`config.mk`:
```
export PLATFORM = sky130hd
export DESIGN_NAME = mem_subsystem
export DESIGN_NICKNAME = d
export VERILOG_FILES = /design/src/common/mem_pkg.sv /design/src/mem_subsystem.sv /design/src/ram2/ram2_arbiter.sv /design/src/ram1/ram_uart.sv /design/src/mem_router.sv /design/src/sram_port.sv
export SDC_FILE = /design/constraint.sdc
export NUM_CORES = 1
export LEC_CHECK = 0
export ABC_AREA = 1
export BUFFER_PORTS_ARGS = -buffer_cell sky130_fd_sc_hd__buf_2
export CAP_MARGIN = 20
export CORE_UTILIZATION = 50
export DETAILED_ROUTE_END_ITERATION = 7
export PLACE_DENSITY = 0.74
export REMOVE_ABC_BUFFERS = 1
export SLEW_MARGIN = 20
export SYNTH_ARGS = -nofsm -noshare
export SYNTH_HDL_FRONTEND = slang
export SYNTH_HIERARCHICAL = 1
export SYNTH_SLANG_ARGS = --single-unit
```
`constraint.sdc`:
```
create_clock -name clk -period 5.9 [get_ports clk]
set_input_delay 1.18 -clock clk [delete_from_list [all_inputs] [get_ports clk]]
set_output_delay 1.18 -clock clk [all_outputs]
set_load 0.05 [all_outputs]
```
`src/common/mem_pkg.sv`:
```
package mem_pkg;

	// data path and SRAM widths
	localparam int word_w = 16;
	localparam int ram_addr_w = 18;

	typedef logic [word_w-1:0] mem_word_t;
	typedef logic [ram_addr_w-1:0] ram_addr_t;

	// address map
	localparam mem_word_t uart_data_addr = 16'hBF00;
	localparam mem_word_t uart_stat_addr = 16'hBF01;
	// everything at or above this goes to SRAM 1, below it to SRAM 2
	localparam mem_word_t ram1_base = 16'h8000;

	// en low time of one SRAM access, in cycles
	localparam int sram_cycles = 2;

	typedef struct packed {
		logic      rd;
		logic      wr;
		mem_word_t addr;
		mem_word_t wdata;
	} mem_req_t;

	typedef struct packed {
		logic      done;
		mem_word_t rdata;
	} mem_rsp_t;

	// en, oe and rw are active low
	typedef struct packed {
		logic      en;
		logic      oe;
		logic      rw;
		ram_addr_t addr;
		mem_word_t wdata;
		logic      drive;
	} sram_pins_t;

	typedef enum logic [1:0] {
		sel_ram1,
		sel_ram2,
		sel_uart_data,
		sel_uart_stat
	} ram_sel_t;

endpackage
```
`src/mem_subsystem.sv`:
```
`timescale 1ns/1ps

module mem_subsystem (
	input  logic                clk,
	input  logic                rst_n,
	input  mem_pkg::mem_req_t   exe_req,
	input  logic                fetch_req,
	input  mem_pkg::mem_word_t  fetch_addr,
	input  logic                data_ready,
	input  logic                tbre,
	input  logic                tsre,
	input  mem_pkg::mem_word_t  ram1_rdata,
	input  mem_pkg::mem_word_t  ram2_rdata,
	output logic                hold,
	output mem_pkg::mem_word_t  exe_rdata,
	output logic                fetch_done,
	output mem_pkg::mem_word_t  fetch_inst,
	output mem_pkg::sram_pins_t ram1_pins,
	output mem_pkg::sram_pins_t ram2_pins,
	output logic                rdn,
	output logic                wrn
);

	logic ram1_start;
	logic ram2_start;
	logic port_start;
	mem_pkg::ram_sel_t ram1_sel;
	mem_pkg::mem_rsp_t ram1_rsp;
	mem_pkg::mem_rsp_t ram2_rsp;
	mem_pkg::mem_rsp_t port_rsp;
	mem_pkg::mem_req_t port_req;

	mem_router router_i (
		.clk        (clk),
		.rst_n      (rst_n),
		.exe_req    (exe_req),
		.ram1_rsp   (ram1_rsp),
		.ram2_rsp   (ram2_rsp),
		.ram1_start (ram1_start),
		.ram1_sel   (ram1_sel),
		.ram2_start (ram2_start),
		.hold       (hold),
		.exe_rdata  (exe_rdata)
	);

	// SRAM 1 and uart
	ram_uart ram_uart_i (
		.clk        (clk),
		.rst_n      (rst_n),
		.start      (ram1_start),
		.sel        (ram1_sel),
		.req        (exe_req),
		.ram_rdata  (ram1_rdata),
		.data_ready (data_ready),
		.tbre       (tbre),
		.tsre       (tsre),
		.rsp        (ram1_rsp),
		.pins       (ram1_pins),
		.rdn        (rdn),
		.wrn        (wrn)
	);

	// SRAM 2, shared by execute and fetch
	ram2_arbiter ram2_arbiter_i (
		.clk        (clk),
		.rst_n      (rst_n),
		.exe_start  (ram2_start),
		.exe_req    (exe_req),
		.fetch_req  (fetch_req),
		.fetch_addr (fetch_addr),
		.port_rsp   (port_rsp),
		.port_start (port_start),
		.port_req   (port_req),
		.exe_rsp    (ram2_rsp),
		.fetch_done (fetch_done),
		.fetch_inst (fetch_inst)
	);

	sram_port ram2_port_i (
		.clk       (clk),
		.rst_n     (rst_n),
		.start     (port_start),
		.req       (port_req),
		.ram_rdata (ram2_rdata),
		.rsp       (port_rsp),
		.pins      (ram2_pins)
	);

endmodule

```
`src/ram2/ram2_arbiter.sv`:
```
`timescale 1ns/1ps

module ram2_arbiter (
	input  logic               clk,
	input  logic               rst_n,
	input  logic               exe_start,
	input  mem_pkg::mem_req_t  exe_req,
	input  logic               fetch_req,
	input  mem_pkg::mem_word_t fetch_addr,
	input  mem_pkg::mem_rsp_t  port_rsp,
	output logic               port_start,
	output mem_pkg::mem_req_t  port_req,
	output mem_pkg::mem_rsp_t  exe_rsp,
	output logic               fetch_done,
	output mem_pkg::mem_word_t fetch_inst
);

	typedef enum logic [1:0] {
		gnt_none,
		gnt_exe,
		gnt_fetch
	} grant_t;

	grant_t grant;
	logic exe_pend;
	logic exe_go;
	logic fetch_go;
	logic fetch_done_q;
	mem_pkg::mem_req_t exe_req_q;
	mem_pkg::mem_req_t fetch_rd;

	// execute wins, also when it shows up in the same cycle as fetch
	assign exe_go = exe_start | exe_pend;
	// skip one cycle after fetch_done so a held fetch_req is not served twice
	assign fetch_go = fetch_req & ~fetch_done_q;
	assign port_start = (grant == gnt_none) & (exe_go | fetch_go);

	always_comb begin
		fetch_rd = '0;
		fetch_rd.rd = 1'b1;
		fetch_rd.addr = fetch_addr;
	end

	assign port_req = exe_go ? (exe_start ? exe_req : exe_req_q) : fetch_rd;

	assign exe_rsp.done = port_rsp.done & (grant == gnt_exe);
	assign exe_rsp.rdata = port_rsp.rdata;
	assign fetch_done = port_rsp.done & (grant == gnt_fetch);
	assign fetch_inst = port_rsp.rdata;

	always_ff @(posedge clk) begin
		if (!rst_n) begin
			grant <= gnt_none;
			exe_pend <= 1'b0;
			fetch_done_q <= 1'b0;
		end else begin
			fetch_done_q <= fetch_done;
			if (port_start) begin
				grant <= exe_go ? gnt_exe : gnt_fetch;
			end else if (port_rsp.done) begin
				grant <= gnt_none;
			end
			if (port_start && exe_go) begin
				exe_pend <= 1'b0;
			end else if (exe_start) begin
				exe_pend <= 1'b1;
			end
		end
	end

	always_ff @(posedge clk) begin
		if (exe_start) begin
			exe_req_q <= exe_req;
		end
	end

endmodule

```
`src/ram1/ram_uart.sv`:
```
`timescale 1ns/1ps

module ram_uart (
	input  logic                clk,
	input  logic                rst_n,
	input  logic                start,
	input  mem_pkg::ram_sel_t   sel,
	input  mem_pkg::mem_req_t   req,
	input  mem_pkg::mem_word_t  ram_rdata,
	input  logic                data_ready,
	input  logic                tbre,
	input  logic                tsre,
	output mem_pkg::mem_rsp_t   rsp,
	output mem_pkg::sram_pins_t pins,
	output logic                rdn,
	output logic                wrn
);

	typedef enum logic [2:0] {
		st_idle,
		st_ram,
		st_rd_wait,
		st_rd_strobe,
		st_wr_strobe,
		st_wr_tbre,
		st_wr_tsre
	} state_t;

	state_t state;
	logic strobe_cnt;
	logic uart_done;
	logic uart_drive;
	logic port_start;
	mem_pkg::mem_word_t uart_rdata;
	mem_pkg::mem_word_t uart_wdata;
	mem_pkg::mem_rsp_t port_rsp;
	mem_pkg::sram_pins_t port_pins;

	assign port_start = start & (sel == mem_pkg::sel_ram1);

	sram_port ram1_port_i (
		.clk       (clk),
		.rst_n     (rst_n),
		.start     (port_start),
		.req       (req),
		.ram_rdata (ram_rdata),
		.rsp       (port_rsp),
		.pins      (port_pins)
	);

	// the uart shares the SRAM 1 data bus; chip stays disabled meanwhile
	always_comb begin
		pins = port_pins;
		if (uart_drive) begin
			pins.wdata = uart_wdata;
			pins.drive = 1'b1;
		end
	end

	assign rsp.done = port_rsp.done | uart_done;
	assign rsp.rdata = (state == st_ram) ? port_rsp.rdata : uart_rdata;

	always_ff @(posedge clk) begin
		uart_done <= 1'b0;
		if (!rst_n) begin
			state <= st_idle;
			strobe_cnt <= 1'b0;
			uart_drive <= 1'b0;
			rdn <= 1'b1;
			wrn <= 1'b1;
		end else begin
			case (state)
				st_idle: begin
					if (start) begin
						strobe_cnt <= 1'b0;
						case (sel)
							mem_pkg::sel_ram1: state <= st_ram;
							mem_pkg::sel_uart_stat: begin
								// bit 0 ready to send, bit 1 byte received
								uart_rdata <= {{(mem_pkg::word_w - 2){1'b0}}, data_ready, tbre & tsre};
								uart_done <= 1'b1;
							end
							mem_pkg::sel_uart_data: begin
								if (req.wr) begin
									uart_wdata <= {8'h00, req.wdata[7:0]};
									uart_drive <= 1'b1;
									wrn <= 1'b0;
									state <= st_wr_strobe;
								end else begin
									state <= st_rd_wait;
								end
							end
							default: state <= st_idle;
						endcase
					end
				end
				st_ram: begin
					if (port_rsp.done) begin
						state <= st_idle;
					end
				end
				st_rd_wait: begin
					if (data_ready) begin
						rdn <= 1'b0;
						state <= st_rd_strobe;
					end
				end
				st_rd_strobe: begin
					strobe_cnt <= 1'b1;
					if (strobe_cnt) begin
						uart_rdata <= {8'h00, ram_rdata[7:0]};
						uart_done <= 1'b1;
						rdn <= 1'b1;
						state <= st_idle;
					end
				end
				st_wr_strobe: begin
					strobe_cnt <= 1'b1;
					if (strobe_cnt) begin
						wrn <= 1'b1;
						state <= st_wr_tbre;
					end
				end
				st_wr_tbre: begin
					// byte stays on the bus until the transmitter takes it
					if (tbre) begin
						uart_drive <= 1'b0;
						state <= st_wr_tsre;
					end
				end
				st_wr_tsre: begin
					if (tsre) begin
						uart_done <= 1'b1;
						state <= st_idle;
					end
				end
				default: state <= st_idle;
			endcase
		end
	end

endmodule

```
`src/mem_router.sv`:
```
`timescale 1ns/1ps

module mem_router (
	input  logic               clk,
	input  logic               rst_n,
	input  mem_pkg::mem_req_t  exe_req,
	input  mem_pkg::mem_rsp_t  ram1_rsp,
	input  mem_pkg::mem_rsp_t  ram2_rsp,
	output logic               ram1_start,
	output mem_pkg::ram_sel_t  ram1_sel,
	output logic               ram2_start,
	output logic               hold,
	output mem_pkg::mem_word_t exe_rdata
);

	mem_pkg::ram_sel_t sel;
	mem_pkg::ram_sel_t sel_q;
	mem_pkg::mem_word_t rdata;
	logic mem_op;
	logic busy;
	logic done;
	logic done_q;
	logic start;

	// uart words sit inside the SRAM 1 range, so match them first
	always_comb begin
		if (exe_req.addr == mem_pkg::uart_data_addr) begin
			sel = mem_pkg::sel_uart_data;
		end else if (exe_req.addr == mem_pkg::uart_stat_addr) begin
			sel = mem_pkg::sel_uart_stat;
		end else if (exe_req.addr >= mem_pkg::ram1_base) begin
			sel = mem_pkg::sel_ram1;
		end else begin
			sel = mem_pkg::sel_ram2;
		end
	end

	assign mem_op = exe_req.rd | exe_req.wr;

	// one start per access; done_q keeps the old request from firing again
	assign start = mem_op & ~busy & ~done_q;
	assign ram1_start = start & (sel != mem_pkg::sel_ram2);
	assign ram2_start = start & (sel == mem_pkg::sel_ram2);
	assign ram1_sel = sel;

	assign done = busy & ((sel_q == mem_pkg::sel_ram2) ? ram2_rsp.done : ram1_rsp.done);
	assign rdata = (sel_q == mem_pkg::sel_ram2) ? ram2_rsp.rdata : ram1_rsp.rdata;

	// stall until the cycle after done
	assign hold = mem_op & ~done_q;

	always_ff @(posedge clk) begin
		if (!rst_n) begin
			busy <= 1'b0;
			done_q <= 1'b0;
		end else begin
			done_q <= done;
			if (start) begin
				busy <= 1'b1;
			end else if (done) begin
				busy <= 1'b0;
			end
		end
	end

	always_ff @(posedge clk) begin
		if (start) begin
			sel_q <= sel;
		end
		if (done) begin
			exe_rdata <= rdata;
		end
	end

endmodule

```
`src/sram_port.sv`:
```
`timescale 1ns/1ps

module sram_port (
	input  logic                clk,
	input  logic                rst_n,
	input  logic                start,
	input  mem_pkg::mem_req_t   req,
	input  mem_pkg::mem_word_t  ram_rdata,
	output mem_pkg::mem_rsp_t   rsp,
	output mem_pkg::sram_pins_t pins
);

	typedef enum logic [1:0] {
		st_idle,
		st_setup,
		st_strobe
	} state_t;

	state_t state;
	logic [1:0] cnt;
	logic rd_q;
	logic wr_q;

	always_ff @(posedge clk) begin
		rsp.done <= 1'b0;
		if (!rst_n) begin
			state <= st_idle;
			cnt <= '0;
			rd_q <= 1'b0;
			wr_q <= 1'b0;
			pins.en <= 1'b1;
			pins.oe <= 1'b1;
			pins.rw <= 1'b1;
			pins.drive <= 1'b0;
		end else begin
			case (state)
				st_idle: begin
					// address and data settle one cycle before en
					if (start) begin
						pins.addr <= mem_pkg::ram_addr_t'(req.addr);
						pins.wdata <= req.wdata;
						pins.drive <= req.wr;
						rd_q <= req.rd;
						wr_q <= req.wr;
						state <= st_setup;
					end
				end
				st_setup: begin
					pins.en <= 1'b0;
					pins.oe <= ~rd_q;
					pins.rw <= ~wr_q;
					cnt <= '0;
					state <= st_strobe;
				end
				st_strobe: begin
					if (cnt == 2'(mem_pkg::sram_cycles - 1)) begin
						// sample while the chip still drives the bus
						rsp.rdata <= ram_rdata;
						rsp.done <= 1'b1;
						pins.en <= 1'b1;
						pins.oe <= 1'b1;
						pins.rw <= 1'b1;
						pins.drive <= 1'b0;
						state <= st_idle;
					end else begin
						cnt <= cnt + 2'd1;
					end
				end
				default: state <= st_idle;
			endcase
		end
	end

endmodule

```
==> reports/results.ini, run 1 <==
[routing]
totalWireLength_um = 16700
antenna_left = 0
via_per_inst = 4.77
drtIter0Drc = 305
drt_first_pass_iters = 5
wire_per_inst_um = 13.7
drc_errors = 0
vias = 5811

[pwr]
p_comb_share_pct = 19.1
pwr-share-seq_pct = 48.7
switching_share_pct = 31.4
p_total_mw = 3.44
power_density_mw_per_mm2 = 356
p_leak_nw = 4.42
power_frac_clock_pct = 32.1
ir_worst_vdd_mv = 0.218
p_int_mw = 2.36
switchingPower_mw = 1.08

[timing]
final-setup-viol-count = 0
relSlewSlack_pct = 33.6
finalHoldViolations = 0
rsz0062_at_grt = no
worst_slew_pin_slew_ns = 0.993
layout_worst_path_cycle_share_pct = 61.1
setup_ws_ns = 2.30
final_max_slew_viol_count = 0
period_minus_slack_ns = 3.60
fin_hold_ws_ns = 0.443
fmax_ghz = 0.278
skew_ns = 0.0111
fin_tns_setup_ns = 0

[floorplan]
die-area_mm2 = 0.0169
rows = 46
die_h_um = 130
fp.dieW_um = 130
core_area_mm2 = 0.0159
boundaryPins = 200
start_util_pct = 51.5

[cells_and_area]
fin_nets = 1080
layout-drive-gt1-share_pct = 27.3
fin_area_mm2 = 0.00966
finalNonFillerCells = 1217
final_core_util_pct = 60.6
antenna_cells = 0
area_delta_synth_final_pct = 17.7
fillCellCount = 1307

[clock_network]
insertion_delay_ns = 0.43
clockRootBuffer = clkbuf_16
cts.sinks = 200
cts_buffers = 17
hold_buffers = 0
htreeDepth = 4
cts.repair.resized = 0
clk_pin_slew_ns = 0.07
cts_tree = built
post-cts-setup-buffers = 0
cts_buffer_depth = 2

[yosys]
synthCells = 823
ys_types = 35
synth_area_mm2 = 0.00821
syn_area_per_cell_um2 = 9.97
synth_seq_cells = 200
yosys_warnings = 6
ys_seq_area_share_pct = 64.6

[grt]
grt_max_degree = 37
grt_pass1_wl_um = 26200
grt_usage_pct = 20.5
gr-total-overflow = 0
grt_antenna_before_repair = 0
grt_pass1_vias = 5424

[critical_path]
cp.arrival_ns = 3.66
start_kind = primary input
crit_required_ns = 5.96
worstSetupPathType = in -> reg
worst-path-max-fanout = 36
critPathCaptureType = flop

[placement]
io_buffers = 195
place_ws_ns = 1.85
placed_area_mm2 = 0.00909
hpwl_um = 11700
place_inst = 1185
routabilityCongestion = 0.855

[run_status]
outcome = finished clean

[hold_path]
hp-class = reg -> reg

[run]
max-cap-violations = 0

[power groups by stage]
stage          clock [mW]  combinational, mW  sequential, mW
5_1_grt              1.18              0.730            1.69
6_report             1.11              0.658            1.68
3_3_place_gp            0              0.646            1.71
4_1_cts              1.13              0.662            1.68
2_1_floorplan           0              0.363            1.83
3_5_place_dp            0              0.660            1.71
[state kept, by name, indices dropped and copies added, names as in the netlist, 8 cells and up]
name                         cells
ram2_port_i/rsp                 17
ram2_arbiter_i/exe_req_q        34
ram_uart_i/ram1_port_i/pins     36
ram_uart_i/uart_rdata            8
router_i/exe_rdata              16
ram_uart_i/uart_wdata            8
ram_uart_i/ram1_port_i/rsp      17
ram2_port_i/pins                36
[logic make-up after synthesis]
logic type               after synthesis  share of synthesized area [%]
AO/OA/AOI/OAI                         46                           2.94
adder cells (fa/ha/maj)                4                          0.610
multiplexers                           8                           1.19
buffers and inverters                130                           8.76
other                                  2                         0.0915
flip-flops                           200                           64.6
AND/OR/NAND/NOR                      433                           21.8
[critical path, stage by stage]
cell	delay, ns
buf_2	0.16
o21bai_1	0.10
inv_1	0.07
nand2_1	0.12
nor2_4	0.10
buf_4	0.40
nor2_8	0.20
inv_4	0.21
nand2_1	0.10
nand2_1	0.09
nand2_1	0.15
nor2_4	0.76
[layer usage]
| metal | GRT usage, % | vias to the layer above | wire (um) |
|---|---|---|---|
| met2 | 35.2 | 166 | 8520 |
| met5 | 0 | - | 0 |
| met1 | 25.1 | 2685 | 7090 |
| li1 | - | 2932 | - |
| met3 | 4.18 | 28 | 725 |
| met4 | 8.82 | 0 | 398 |
[cell usage in the layout (no fill, tap or decap), drive strengths merged, types with 7 or more instances in the layout]
cell    instances
nand2         305
buf           199
edfxtp        130
nor2           90
inv            80
dfxtp          70
a21oi          32
nand3          28
clkbuf         18
o21ai           9
mux2            8
clkinv          7
[synth_stat cells]
master | number | area share [%]
a21oi_1 | 32 | 2.0
nand2_2 | 7 | 0.53
buf_2 | 2 | 0.12
dfxtp_1 | 70 | 17
ha_1 | 4 | 0.61
nand3b_1 | 2 | 0.18
a31oi_1 | 1 | 0.076
mux2_2 | 6 | 0.82
or2_2 | 3 | 0.23
conb_1 | 2 | 0.091
a211oi_1 | 1 | 0.091
buf_4 | 42 | 3.8
nand2_4 | 2 | 0.27
nor2_2 | 5 | 0.38
nand3_1 | 25 | 1.5
inv_1 | 66 | 3.0
nor3_1 | 4 | 0.24
nor2_1 | 81 | 3.7
o211ai_1 | 1 | 0.091
edfxtp_1 | 130 | 48
o21ai_0 | 9 | 0.55
mux2_4 | 2 | 0.37
nand4_2 | 1 | 0.15
clkbuf_1 | 2 | 0.091
inv_2 | 4 | 0.18
nor2_8 | 1 | 0.24
clkinv_1 | 1 | 0.046
buf_6 | 8 | 1.1
nor2_4 | 3 | 0.41
inv_4 | 4 | 0.30
nand3_2 | 3 | 0.37
clkbuf_2 | 1 | 0.061
o31ai_1 | 1 | 0.091
o21bai_1 | 1 | 0.091
nand2_1 | 296 | 14
[layout make-up]
type,count,area (um^2),area share (%)
well taps,216,270,2.80
inverters,75,292,3.02
flip-flops and latches,200,5310,54.9
multi-input cells,495,2210,22.9
clock inverters,14,143,1.48
repair buffers,199,1010,10.4
clock buffers,18,429,4.44
[final timing paths]
check                                  startpoint                               to  slack [ns]  cells after the start
setup / recovery                      exe_req[32]              ram2_port_i/pins[8]        2.30                     12
hold / removal    ram_uart_i/ram1_port_i/pins[36]  ram_uart_i/ram1_port_i/pins[36]        0.44                      2
setup reg to reg                  router_i/done_q              ram2_port_i/pins[8]        2.86                     11
hold reg to reg   ram_uart_i/ram1_port_i/pins[36]  ram_uart_i/ram1_port_i/pins[36]        0.44                      2
Power figures use the tool's default switching activity.
==> run 2: changes to the inputs <==
- ABC_AREA: 1 -> 0
- CORE_UTILIZATION: 50 -> 48
- PLACE_DENSITY: 0.74 -> 0.75
- clock period: 5.9 -> 2.91 ns (I/O delays scaled with it)
==> reports/results.ini, run 2 <==
[routing]
totalWireLength_um = 16900  ; +1.3%
drtIter0Drc = 231  ; -24%
drc_errors = 0  ; unchanged
antenna_left = 0  ; unchanged
wire_per_inst_um = 16.9  ; +23%
drt_first_pass_iters = 4  ; -1
via_per_inst = 5.07  ; +6.2%
vias = 5071  ; -13%

[cells_and_area]
area_delta_synth_final_pct = 18.2
fin_area_mm2 = 0.00985  ; +1.9%
layout_commonest_cell = buf_2
layout-drive-gt1-share_pct = 43.1  ; +16 points
final_cell_mix = buf_2 (195), edfxtp_1 (130), dfxtp_1 (70)
antenna_cells = 0  ; unchanged
fin_nets = 859  ; -20%
final_core_util_pct = 58.7  ; -1.8 points
reg.largest.list = ram2_port_i/pins: 36 flops, ram_uart_i/ram1_port_i/pins: 36 flops, ram2_arbiter_i/exe_req_q: 34 flops
finalNonFillerCells = 1000  ; -18%

[grt]
grt_pass1_vias = 5251  ; -3.2%
grt_usage_pct = 19.5  ; -0.98 points
grt_antenna_before_repair = 0  ; unchanged
grt_pass1_wl_um = 26700  ; +2.0%
grt_max_degree = 33  ; -11%
gr-total-overflow = 0  ; unchanged

[yosys]
synth_seq_cells = 200  ; unchanged
yosysTopAreaCellShare_pct = 46.9  ; -0.67 points
synth_area_mm2 = 0.00833  ; +1.4%
ys_types = 59  ; +69%
synth_flop_cell = edfxtp_1
synth_top_area_cell = edfxtp_1
synthTopCellsByArea = edfxtp_1 (47%), dfxtp_1 (17%), mux2_2 (5.3%)
synthCells = 595  ; -28%
syn_area_per_cell_um2 = 14.0  ; +40%
synth-async-reset-ratio_pct = 0  ; unchanged
yosys_warnings = 6  ; unchanged
synth_edf_count = 130  ; unchanged
synthTopCellsByCount = edfxtp_1 (130), dfxtp_1 (70), nor2_1 (56)
ys_seq_area_share_pct = 63.7  ; -0.91 points
synth_most_common_cell = edfxtp_1

[timing]
fmax_ghz = 0.428
worst_slew_pin_slew_ns = 0.785  ; -0.209 ns
setup_ws_ns = 0.576  ; -1.72 ns
final-setup-viol-count = 0  ; unchanged
period_minus_slack_ns = 2.33
layout_worst_path_cycle_share_pct = 80.2
skew_ns = 0.00890  ; -0.00221 ns
final_max_slew_viol_count = 0  ; unchanged
fin_hold_ws_ns = 0.322  ; -0.120 ns
rsz0062_at_grt = no
relSlewSlack_pct = 47.7  ; +14 points
finalHoldViolations = 0  ; unchanged

[placement]
placed_area_mm2 = 0.00925  ; +1.8%
place_inst = 968  ; -18%
routabilityCongestion = 0.817  ; -4.4%
place_ws_ns = 0.275  ; -1.57 ns
io_buffers = 195  ; unchanged
hpwl_um = 12200  ; +4.6%

[critical_path]
regToRegSetupSlack_ns = 0.63  ; -2.23 ns
start_kind = flop
worst-path-max-fanout = 11  ; -69%
worstSetupPathType = reg -> out
critPathCaptureType = primary output
crit_required_ns = 2.33  ; -3.63 ns
cp.arrival_ns = 1.75  ; -1.91 ns

[clock_network]
post-cts-setup-buffers = 0  ; unchanged
cts_tree = built
insertion_delay_ns = 0.43  ; about the same
cts_buffers = 17  ; unchanged
htreeDepth = 4  ; unchanged
clk_pin_slew_ns = 0.07  ; about the same
clockRootBuffer = clkbuf_16
cts_buffer_depth = 2  ; unchanged
cts.sinks = 200  ; unchanged
hold_buffers = 0  ; unchanged
cts.repair.resized = 0  ; unchanged

[floorplan]
core_area_mm2 = 0.0168  ; +5.1%
rows = 47  ; +2.2%
start_util_pct = 49.7  ; -1.8 points
boundaryPins = 200  ; unchanged
fp.dieW_um = 134  ; +2.7%
die_h_um = 134  ; +2.7%
die-area_mm2 = 0.0179  ; +5.6%

[pwr]
p_leak_nw = 3.91  ; -12%
power_density_mw_per_mm2 = 665  ; +87%
ir_worst_vdd_mv = 0.432  ; +99%

[run_status]
outcome = finished clean

[hold_path]
hp-class = in -> reg

[run]
max-cap-violations = 0  ; unchanged

[run 2: cell types whose count changed in the layout (fill, tap and decap cells not counted), moves of 10 or more]
cell,delta
and2_1,+25
nand3_1,-24
mux2_2,+33
inv_1,-54
nand2_1,-277
buf_4,+10
nor2_1,-22
a21oi_1,-16
mux2_4,+26
nor2b_1,+20
[run 2: cells by family after synthesis]
family	after synthesis	synth area share, %
AO/OA/AOI/OAI	64	5.38
adder cells (fa/ha/maj)	4	0.601
flip-flops	200	63.7
buffers and inverters	72	6.36
multiplexers	76	11.4
other	2	0.0902
AND/OR/NAND/NOR	177	12.5
[run 2: layer usage]
metal  share of wire, %  global-route usage (%)  vias to the layer above
met5                  0                       0                        -
met4                3.0                    10.1                        0
met3                3.8                    4.07                       37
met2                 54                    35.1                      131
met1                 39                    21.7                     2461
li1                   -                       -                     2442
[run 2: worst paths after layout]
kind	start	endpoint	cells after the start
worst max-delay path	ram_uart_i/uart_drive	ram1_pins[8]	2
worst min-delay path	ram2_rdata[11]	ram2_port_i/rsp[11]	1
worst max register to register	router_i/busy	ram_uart_i/ram1_port_i/pins[7]	6
worst min register to register	ram_uart_i/wrn	ram_uart_i/wrn	2
[run 2: critical path, cell delays in order (launching register included)]
cell and delay [ns]:
dfxtp_1 0.67, mux2_2 0.43, buf_2 0.22
[run 2: area by class of cell]
| class | count | area, um^2 |
|---|---|---|
| fillers | 1339 | 6910 |
| inverters | 12 | 45.0 |
| flip-flops and latches | 200 | 5310 |
| clock buffers | 17 | 425 |
| well taps | 220 | 275 |
| multi-input cells | 325 | 2510 |
| clock inverters | 15 | 168 |
| repair buffers | 211 | 1120 |
[run 2: report_power, final]
part / internal [mW] / switching (mW) / leakage (nW)
Clock: 1.21 / 1.08 / 0.279
Combinational: 0.369 / 0.566 / 1.86
Sequential: 3.24 / 0.0855 / 1.77
Total: 4.82 / 1.73 / 3.91
[run 2: stage by stage]
stage                     TNS (ns)  total power [mW]
after floorplan            -394.64              4.04
after global placement           0              4.28
after detailed placement         0              4.32
after CTS                        0              6.61
after global routing             0              6.78
final                            0              6.55
